**src/common/gfx_macros.svh**
```systemverilog
`ifndef GFX_MACROS_SVH
`define GFX_MACROS_SVH

// CPU port widths.
`define GFX_DATA_BITS 16
`define GFX_ADDR_BITS 12

// ------------------------------
// 640x480 raster, 800x525 total.
// ------------------------------
`define H_VISIBLE 640
`define H_FRONT   16
`define H_SYNC    96
`define H_BACK    48
`define H_TOTAL   (`H_VISIBLE + `H_FRONT + `H_SYNC + `H_BACK)

`define V_VISIBLE 480
`define V_FRONT   10
`define V_SYNC    2
`define V_BACK    33
`define V_TOTAL   (`V_VISIBLE + `V_FRONT + `V_SYNC + `V_BACK)

`define SPRITE_SIZE 16

// Register map.
`define REG_CTRL      12'h000
`define REG_BG        12'h001
`define REG_SPR_COLOR 12'h002
`define REG_SPR_X     12'h003
`define REG_SPR_Y     12'h004
`define REG_BITMAP    12'h010

`endif

```
**src/common/gfxPkg.sv**
```systemverilog
`include "gfx_macros.svh"

package gfxPkg;

	// 12-bit color word, r in the top nibble.
	typedef struct packed
	{
		logic [3:0] r;
		logic [3:0] g;
		logic [3:0] b;
	} rgb444T;

	// Raster counter position.
	typedef struct packed
	{
		logic [9:0] h;
		logic [9:0] v;
	} scanPosT;

	// Sync levels and display enable of one pixel.
	typedef struct packed
	{
		logic hs;
		logic vs;
		logic de;
	} syncT;

	typedef struct packed
	{
		logic       enable;
		logic [9:0] x;
		logic [9:0] y;
		rgb444T     color;
	} spriteCfgT;

	// Row 0 is the top line, bit 15 the leftmost pixel.
	typedef logic [`SPRITE_SIZE-1:0][`SPRITE_SIZE-1:0] bitmapT;

endpackage

```
**src/design/gfx.sv**
```systemverilog
`timescale 1ns/10ps
`include "gfx_macros.svh"

module gfx
(
	input  logic                      CLK,
	input  logic                      rstN,
	input  logic [`GFX_ADDR_BITS-1:0] ADDRESS,
	input  logic [`GFX_DATA_BITS-1:0] DATA_IN,
	input  logic                      WR,
	output logic [`GFX_DATA_BITS-1:0] DATA_OUT,
	output logic                      HS,
	output logic                      VS,
	output logic [3:0]                RR,
	output logic [3:0]                GG,
	output logic [3:0]                BB
);
	import gfxPkg::*;

	scanPosT   pos;
	syncT      sync;
	logic      frameStart;
	spriteCfgT cfg;
	bitmapT    bitmap;
	rgb444T    background;
	logic      spriteHit;
	rgb444T    spriteColor;

	videoTiming timing_i
	(
		.CLK        (CLK),
		.rstN       (rstN),
		.pos        (pos),
		.sync       (sync),
		.frameStart (frameStart)
	);

	gfxRegs regs_i
	(
		.CLK        (CLK),
		.rstN       (rstN),
		.ADDRESS    (ADDRESS),
		.DATA_IN    (DATA_IN),
		.WR         (WR),
		.DATA_OUT   (DATA_OUT),
		.cfg        (cfg),
		.bitmap     (bitmap),
		.background (background)
	);

	spriteEngine sprite_i
	(
		.CLK         (CLK),
		.rstN        (rstN),
		.frameStart  (frameStart),
		.pos         (pos),
		.cfg         (cfg),
		.bitmap      (bitmap),
		.spriteHit   (spriteHit),
		.spriteColor (spriteColor)
	);

	pixelMixer mixer_i
	(
		.CLK         (CLK),
		.rstN        (rstN),
		.spriteHit   (spriteHit),
		.sync        (sync),
		.background  (background),
		.spriteColor (spriteColor),
		.HS          (HS),
		.VS          (VS),
		.RR          (RR),
		.GG          (GG),
		.BB          (BB)
	);

endmodule

```
**src/design/gfxRegs.sv**
```systemverilog
`timescale 1ns/10ps
`include "gfx_macros.svh"

module gfxRegs
(
	input  logic                      CLK,
	input  logic                      rstN,
	input  logic [`GFX_ADDR_BITS-1:0] ADDRESS,
	input  logic [`GFX_DATA_BITS-1:0] DATA_IN,
	input  logic                      WR,
	output logic [`GFX_DATA_BITS-1:0] DATA_OUT,
	output gfxPkg::spriteCfgT         cfg,
	output gfxPkg::bitmapT            bitmap,
	output gfxPkg::rgb444T            background
);

	logic                      bitmapSel;
	logic [3:0]                row;
	logic [`GFX_DATA_BITS-1:0] readData;

	// Any address in 0x010..0x01F selects a bitmap row.
	assign bitmapSel = {ADDRESS[`GFX_ADDR_BITS-1:4], 4'h0} == `REG_BITMAP;
	assign row       = ADDRESS[3:0];

	// ------------------------------
	// Write decode
	// ------------------------------
	always_ff @(posedge CLK or negedge rstN)
	begin
		if (!rstN)
		begin
			cfg        <= '0;
			background <= '0;
			bitmap     <= '0;
		end
		else if (WR)
		begin
			if (bitmapSel)
				bitmap[row] <= DATA_IN[`SPRITE_SIZE-1:0];
			else
				case (ADDRESS)
					`REG_CTRL:      cfg.enable <= DATA_IN[0];
					`REG_BG:        background <= DATA_IN[11:0];
					`REG_SPR_COLOR: cfg.color  <= DATA_IN[11:0];
					`REG_SPR_X:     cfg.x      <= DATA_IN[9:0];
					`REG_SPR_Y:     cfg.y      <= DATA_IN[9:0];
					default:        ;
				endcase
		end
	end

	// ------------------------------
	// Read path
	// ------------------------------
	always_comb
	begin
		readData = '0;
		if (bitmapSel)
			readData = bitmap[row];
		else
			case (ADDRESS)
				`REG_CTRL:      readData = {{(`GFX_DATA_BITS - 1){1'b0}}, cfg.enable};
				`REG_BG:        readData = {{(`GFX_DATA_BITS - 12){1'b0}}, background};
				`REG_SPR_COLOR: readData = {{(`GFX_DATA_BITS - 12){1'b0}}, cfg.color};
				`REG_SPR_X:     readData = {{(`GFX_DATA_BITS - 10){1'b0}}, cfg.x};
				`REG_SPR_Y:     readData = {{(`GFX_DATA_BITS - 10){1'b0}}, cfg.y};
				default:        readData = '0;
			endcase
	end

	// One cycle read latency.
	always_ff @(posedge CLK or negedge rstN)
	begin
		if (!rstN)
			DATA_OUT <= '0;
		else
			DATA_OUT <= readData;
	end

endmodule

```
**src/design/pixelMixer.sv**
```systemverilog
`timescale 1ns/10ps

module pixelMixer
(
	input  logic           CLK,
	input  logic           rstN,
	input  logic           spriteHit,
	input  gfxPkg::syncT   sync,
	input  gfxPkg::rgb444T background,
	input  gfxPkg::rgb444T spriteColor,
	output logic           HS,
	output logic           VS,
	output logic [3:0]     RR,
	output logic [3:0]     GG,
	output logic [3:0]     BB
);
	import gfxPkg::*;

	rgb444T pixel;

	// Sprite over background, black outside the visible area.
	always_comb
	begin
		if (!sync.de)
			pixel = '0;
		else if (spriteHit)
			pixel = spriteColor;
		else
			pixel = background;
	end

	// Color and syncs registered together.
	always_ff @(posedge CLK or negedge rstN)
	begin
		if (!rstN)
		begin
			HS <= 1'b1;
			VS <= 1'b1;
			RR <= '0;
			GG <= '0;
			BB <= '0;
		end
		else
		begin
			HS <= sync.hs;
			VS <= sync.vs;
			RR <= pixel.r;
			GG <= pixel.g;
			BB <= pixel.b;
		end
	end

endmodule

```
**src/design/videoTiming.sv**
```systemverilog
`timescale 1ns/10ps
`include "gfx_macros.svh"

module videoTiming
(
	input  logic            CLK,
	input  logic            rstN,
	output gfxPkg::scanPosT pos,
	output gfxPkg::syncT    sync,
	output logic            frameStart
);

	localparam int HSyncStart = `H_VISIBLE + `H_FRONT;
	localparam int HSyncEnd   = HSyncStart + `H_SYNC;
	localparam int VSyncStart = `V_VISIBLE + `V_FRONT;
	localparam int VSyncEnd   = VSyncStart + `V_SYNC;

	// ------------------------------
	// Raster counters
	// ------------------------------
	always_ff @(posedge CLK or negedge rstN)
	begin
		if (!rstN)
		begin
			pos.h <= '0;
			pos.v <= '0;
		end
		else if (pos.h == `H_TOTAL - 1)
		begin
			pos.h <= '0;
			if (pos.v == `V_TOTAL - 1)
				pos.v <= '0;
			else
				pos.v <= pos.v + 10'd1;
		end
		else
		begin
			pos.h <= pos.h + 10'd1;
		end
	end

	// ------------------------------
	// Sync and enable decode
	// ------------------------------
	always_comb
	begin
		sync.de = (pos.h < `H_VISIBLE) && (pos.v < `V_VISIBLE);
		// Both syncs active low.
		sync.hs = !((pos.h >= HSyncStart) && (pos.h < HSyncEnd));
		sync.vs = !((pos.v >= VSyncStart) && (pos.v < VSyncEnd));
	end

	// High for the single cycle at the raster origin.
	assign frameStart = (pos.h == 10'd0) && (pos.v == 10'd0);

endmodule

```
**src/sprite/spriteEngine.sv**
```systemverilog
`timescale 1ns/10ps
`include "gfx_macros.svh"

module spriteEngine
(
	input  logic              CLK,
	input  logic              rstN,
	input  logic              frameStart,
	input  gfxPkg::scanPosT   pos,
	input  gfxPkg::spriteCfgT cfg,
	input  gfxPkg::bitmapT    bitmap,
	output logic              spriteHit,
	output gfxPkg::rgb444T    spriteColor
);
	import gfxPkg::*;

	localparam int IdxBits = $clog2(`SPRITE_SIZE);

	spriteCfgT               shadowCfg;
	bitmapT                  shadowBitmap;
	spriteCfgT               activeCfg;
	bitmapT                  activeBitmap;
	logic [9:0]              dx;
	logic [9:0]              dy;
	logic                    inX;
	logic                    inY;
	logic [IdxBits-1:0]      colIdx;
	logic [`SPRITE_SIZE-1:0] rowBits;

	// ------------------------------
	// Frame shadow
	// ------------------------------
	always_ff @(posedge CLK or negedge rstN)
	begin
		if (!rstN)
		begin
			shadowCfg    <= '0;
			shadowBitmap <= '0;
		end
		else if (frameStart)
		begin
			shadowCfg    <= cfg;
			shadowBitmap <= bitmap;
		end
	end

	// Settings being latched already apply to pixel (0,0).
	always_comb
	begin
		if (frameStart)
		begin
			activeCfg    = cfg;
			activeBitmap = bitmap;
		end
		else
		begin
			activeCfg    = shadowCfg;
			activeBitmap = shadowBitmap;
		end
	end

	// ------------------------------
	// Hit test
	// ------------------------------
	always_comb
	begin
		dx  = pos.h - activeCfg.x;
		dy  = pos.v - activeCfg.y;
		inX = (pos.h >= activeCfg.x) && (dx < `SPRITE_SIZE);
		inY = (pos.v >= activeCfg.y) && (dy < `SPRITE_SIZE);

		// MSB of the row is the leftmost pixel.
		colIdx  = IdxBits'(`SPRITE_SIZE - 1) - dx[IdxBits-1:0];
		rowBits = activeBitmap[dy[IdxBits-1:0]];

		spriteHit = activeCfg.enable && inX && inY && rowBits[colIdx];
	end

	assign spriteColor = activeCfg.color;

endmodule

```
**config.mk**
```make
export PLATFORM = sky130hd
export DESIGN_NAME = gfx
export DESIGN_NICKNAME = d
export VERILOG_FILES = /design/src/common/gfxPkg.sv /design/src/design/gfx.sv /design/src/design/gfxRegs.sv /design/src/design/pixelMixer.sv /design/src/design/videoTiming.sv /design/src/sprite/spriteEngine.sv
export VERILOG_INCLUDE_DIRS = /design/src /design/src/common
export SDC_FILE = /design/constraint.sdc
export NUM_CORES = 1
export LEC_CHECK = 0
export ABC_CLOCK_PERIOD_IN_PS = 5400
export BUFFER_PORTS_ARGS = -buffer_cell sky130_fd_sc_hd__clkbuf_2
export CAP_MARGIN = 10
export CORE_UTILIZATION = 57
export DETAILED_ROUTE_END_ITERATION = 7
export PLACE_DENSITY_LB_ADDON = 0.08
export SYNTH_ARGS = -nofsm -noshare
export SYNTH_HDL_FRONTEND = slang
export SYNTH_SLANG_ARGS = --single-unit
```
**constraint.sdc**
```tcl
create_clock -name CLK -period 5.4 [get_ports CLK]
set_input_delay 0.81 -clock CLK [delete_from_list [all_inputs] [get_ports CLK]]
set_output_delay 0.81 -clock CLK [all_outputs]
set_load 0.05 [all_outputs]
```
# Word level (Yosys, flattened, before mapping)

Cells that the tools add are included.

Register bits after elaboration: 640
Input bits: 31

Reductions and logical operators: 21
Muxes and demuxes: 17
Add/subtract/negate cells: 5
Magnitude comparators: 14
Bitwise gates (word level): 1
Eq/ne operators: 7

Operators by type and width:

| cell                                                                  | count |
|---|---|
| 256-bit bitwise mux                                                   | 1 |
| 256-bit two-way mux                                                   | 1 |
| 16-bit binary-select mux with 4-bit select                            | 2 |
| 16-bit demux with 4-bit select                                        | 1 |
| 16-bit two-way mux                                                    | 4 |
| 12-bit case mux with 5 select lines                                   | 1 |
| 33-bit two-way mux                                                    | 1 |
| 12-bit by 2-bit == test with 1-bit output, second input constant      | 2 |
| 12-bit two-way mux                                                    | 2 |
| 10-bit by 1-bit adder with 10-bit output, second input constant       | 2 |
| 10-bit == test, second input constant                                 | 2 |
| 10-bit >= comparator                                                  | 2 |
| 10-bit logical NOT                                                    | 2 |
| 10-bit < comparator, second input constant                            | 2 |
| 10-bit by 5-bit < comparator with 1-bit output, second input constant | 2 |
| 10-bit by 9-bit < comparator with 1-bit output, second input constant | 2 |
| 10-bit two-way mux                                                    | 2 |
| 10-bit subtractor                                                     | 2 |
| 4-bit by 5-bit < comparator with 1-bit output, second input constant  | 3 |
| 3-bit AND reduction                                                   | 5 |
| 12-bit by 1-bit == test with 1-bit output, second input constant      | 1 |
| 12-bit by 3-bit == test with 1-bit output, second input constant      | 1 |
| 12-bit logical NOT                                                    | 1 |
| 10-bit >= comparator, second input constant                           | 1 |
| 10 further kinds                                                      | 20 |

# Logic depth before layout (Yosys ltp)

Depth after elaboration: 11
Mapped depth: 29
Depth with buffers taken out: 21

# Hierarchy

A second synthesis with hierarchy kept.

Cells, all modules: 2121
Area total of the unflattened synthesis: 31018.5 um^2

By module, submodules not included:

| module       | area each (um^2) | cells an instance | instances |
|---|---|---|---|
| spriteEngine | 15011.9          | 1056              | 1 |
| gfxRegs      | 14316.2          | 913               | 1 |
| videoTiming  | 1127.3           | 112               | 1 |
| pixelMixer   | 563.0            | 40                | 1 |

# Worst setup path before layout

OpenSTA, ideal clock, no wires.

Path kind: register -> register
Start: register, netlist name timing_i.pos[1]
End: register mixer_i.BB[1]
Required time: 5.312 ns
Slack: -0.567 ns
Clock period less this slack: 5.967 ns
Cell stages (with the launch flop): 30
Setup time: 0.088 ns
Buffers on the path: 9
Arrival: 5.879 ns
Cells stage by stage: dfrtp_1 > inv_1 > ha_1 > nor4b_4 > nand4_1 > or2_1 > buf_6 > buf_4 > buf_2 > clkbuf_1 > buf_1 > buf_1 > nand2_1 > nand2_1 > ha_1 > inv_1 > fa_1 > xnor2_1 > buf_2 > clkbuf_1 > nor2_1 > o21ai_0 > a22o_1 > o22ai_1 > nor4_1 > nand3_1 > nand4_1 > buf_2 > a31oi_1 > a211oi_2

RTL lines:

| item                 | RTL line         | RTL |
|---|---|---|
| end signal, assigned | pixelMixer.sv:49 | `BB <= pixel.b;` |
| end, declared        | pixelMixer.sv:15 | `output logic [3:0] BB` |

==> results.py <==
metrics = {
    "run_status": {
        "outcome": "completed",
    },
    "place": {
        "gp_congestion": 0.969,
        "io_buffers": 60,
        "postPlaceCellArea_um2": 32800,
        "hpwl_um": 61900,
        "pre_cts_slack_ns": -0.0966,
        "dp.cells": 3456,
    },
    "clock_network": {
        "clkSinkCount": 640,
        "tritoncts.num_buffers": 71,
        "cts-root-buf": "clkbuf_16",
        "holdBufCountCts": 0,
        "clkLatencyLatePin_ns": 0.63,
        "clk_pin_slew_ns": 0.06,
        "cts_buffer_depth": 3,
        "h-tree-depth": 3,
        "cts_tree": "yes",
    },
    "pwr": {
        "power_density_nw_per_um2": 285,
        "netSwitchingPower_mw": 2.20,
        "clkPwrFrac": 0.496,
        "p_int_mw": 7.88,
        "p_total_mw": 10.1,
        "switching_share": 0.218,
        "power.share.sequential": 0.478,
        "irDropWorstVdd_mv": 0.290,
        "p_leak_nw": 17.7,
        "p_comb_frac": 0.026,
    },
    "setup_path": {
        "start_kind": "flip-flop",
        "path_class": "reg -> reg",
        "rr_worst_depth": 24,
        "worstPathRequired_ns": 5.85,
        "cp-end-kind": "flip-flop",
        "crit_arrival_ns": 5.64,
        "worstPathMaxFanout": 32,
    },
    "timing": {
        "worst_pin_slew_ns": 0.965,
        "final_max_slew_viol_count": 0,
        "max_freq_mhz": 193,
        "finalSetupViolations": 0,
        "tns_ns": 0,
        "finalHoldViolCount": 0,
        "final.period_utilization": 0.961,
        "period_needed_ns": 5.19,
        "fin_skew_ns": 0.0269,
        "layout_setup_ws_ns": 0.211,
        "relSlewSlack": 0.357,
    },
    "synth": {
        "syn_area_um2": 31400,
        "syn_inst": 2792,
        "synth_commonest_cells": "903 x nand2_1, 638 x dfrtp_1, 307 x mux2_2",
        "ys_types": 72,
        "async_reset_ff_frac": 1.00,
        "synth-seq-cells": 640,
        "yosysTopAreaCellShare": 0.508,
        "syn_avg_cell_area_um2": 11.3,
        "synth_top_area_cell": "dfrtp_1",
        "ys.flop_type": "dfrtp_1",
        "synth_edf_count": 0,
        "synth-warning-count": 0,
        "synth_nets": 2848,
        "synth_most_common_cell": "nand2_1",
        "synth_area_leaders": "dfrtp_1 51%, mux4_2 13%, mux2_2 11%",
        "ys_seq_area_frac": 0.510,
    },
    "die": {
        "fp.dieH_um": 237,
        "rows": 85,
        "dieArea_um2": 56100,
        "ios": 61,
        "start_util": 0.581,
        "core_um2": 54100,
        "die_width_um": 237,
    },
    "finish": {
        "fin_cells": 3596,
        "n_fill_cell": 4142,
        "finish.instance_area_um2": 35400,
        "seqCellArea_um2": 16000,
        "multi_input_area_um2": 14700,
        "final_nets": 2904,
        "area_delta_synth_final_pct": 12.7,
        "drive_above_1_share": 0.283,
    },
    "global_route": {
        "gr-total-overflow": 0,
        "grt_start_max_net_pins": 152,
        "grt_use_total": 0.352,
        "grt_first_pass_wirelength_um": 146000,
        "antenna_found_initial": 4,
        "grt_pass1_vias": 22800,
    },
    "drt": {
        "first_pass_iters": 6,
        "finalWirelength_um": 95700,
        "drc": 0,
        "num_vias": 23100,
        "ant_nets": 0,
        "wl_per_cell_um": 26.6,
        "drtIter0Drc": 2639,
        "post_drt_via_cell_ratio": 6.43,
    },
    "min_path": {
        "hold_path_class": "in -> async",
    },
    "flow_run": {
        "drv_cap": 0,
    },
}
-- what timing repair did --
action / in CTS / in global routing
gates resized for setup: 1 / 19
setup buffers: 0 / 13
gates cloned: 1 / 1
pin swaps: 1 / 9
setup endpoints to repair: 12 / 12
-- state kept, by name, indices dropped and copies added (netlist names) --
signal and flops:
regs_i.bitmap 256, sprite_i.shadowBitmap 256, regs_i.cfg 33, sprite_i.shadowCfg 33
timing_i.pos 20, regs_i.DATA_OUT 16, regs_i.background 12, mixer_i.BB 4
mixer_i.GG 4, mixer_i.RR 4, mixer_i.HS 1, mixer_i.VS 1
-- worst max-delay path: stages, from the launching register on --
cell      delay (ns)
dfrtp_1         0.41
inv_1           0.10
ha_1            0.17
nor4b_2         0.23
nand4_1         0.24
nor2_4          0.20
buf_12          0.13
buf_12          0.18
nand2_1         0.07
nand2_1         0.13
ha_1            0.17
inv_1           0.06
fa_1            0.42
xor2_1          0.23
or4_1           0.42
o2111a_1        0.22
buf_4           0.19
nor2_1          0.17
o21ai_0         0.11
nor4_1          0.25
a22oi_1         0.15
nand4_1         0.12
buf_4           0.23
and2_2          0.30
a211oi_1        0.10
-- stage by stage --
step | hold slack, ns | utilization
6_report | 0.246 | 0.655
4_1_cts | 0.275 | 0.651
2_1_floorplan | 0.426 | -
5_1_grt | 0.314 | 0.655
3_5_place_dp | 0.450 | 0.606
3_3_place_gp | 0.438 | 0.606
-- path summary, 6_finish.rpt --
path	from	endpoint	slack, ns
worst max-delay path	timing_i.pos[10]	mixer_i.RR[3]	0.21
worst min-delay path	rstN	sprite_i.shadowBitmap[56]	0.25
worst max register to register	timing_i.pos[10]	mixer_i.RR[3]	0.21
worst min register to register	sprite_i.shadowBitmap[107]	sprite_i.shadowBitmap[107]	0.46
max in group asynchronous	rstN	regs_i.bitmap[45]	3.91
min in group CLK	sprite_i.shadowBitmap[107]	sprite_i.shadowBitmap[107]	0.46
-- placed cells by master (no fill, tap or decap), drive strengths merged, types with 33 or more instances in the layout --
cell type	count
inv	45
clkbuf	157
nor2	85
a22oi	33
buf	115
dfrtp	638
mux2	308
nand2	903
mux4	179
nand3	38
-- cell families after synthesis --
kind of cell	count (synthesis)	synth area share
adders and majority gates	25	0.0104
buffers and inverters	233	0.0301
DFF	640	0.510
xor gates and xnor gates	21	0.00585
and+or+nand+nor	1150	0.150
muxes	510	0.246
AOI/OAI and AO/OA	213	0.0481
-- layer usage --
layer  vias up  global-route usage  share of wire
li1       9885                   -              -
met4         0               0.138          0.045
met5         -                   0              0
met3       252              0.0810          0.086
met1     11900               0.501           0.41
met2      1056               0.529           0.46
-- power by group through the flow --
stage / combinational [mW] / clock (mW) / sequential [mW]
floorplan: 0.0919 / 0 / 4.90
global placement: 0.265 / 0 / 4.90
detailed placement: 0.269 / 0 / 4.90
CTS: 0.270 / 5.05 / 4.82
global route: 0.292 / 5.25 / 4.82
finish: 0.266 / 5.00 / 4.82
-- area by class of cell --
cell class                      count  area share
Multi-Input combinational cell   1921       0.414
Clock buffer                      100      0.0576
Tap cell                          696      0.0246
Inverter                           42     0.00445
Timing Repair Buffer              172      0.0376
Sequential cell                   640       0.452
Clock inverter                     24     0.00975
Antenna cell                        1   0.0000706
Power figures use the tool's default switching activity.
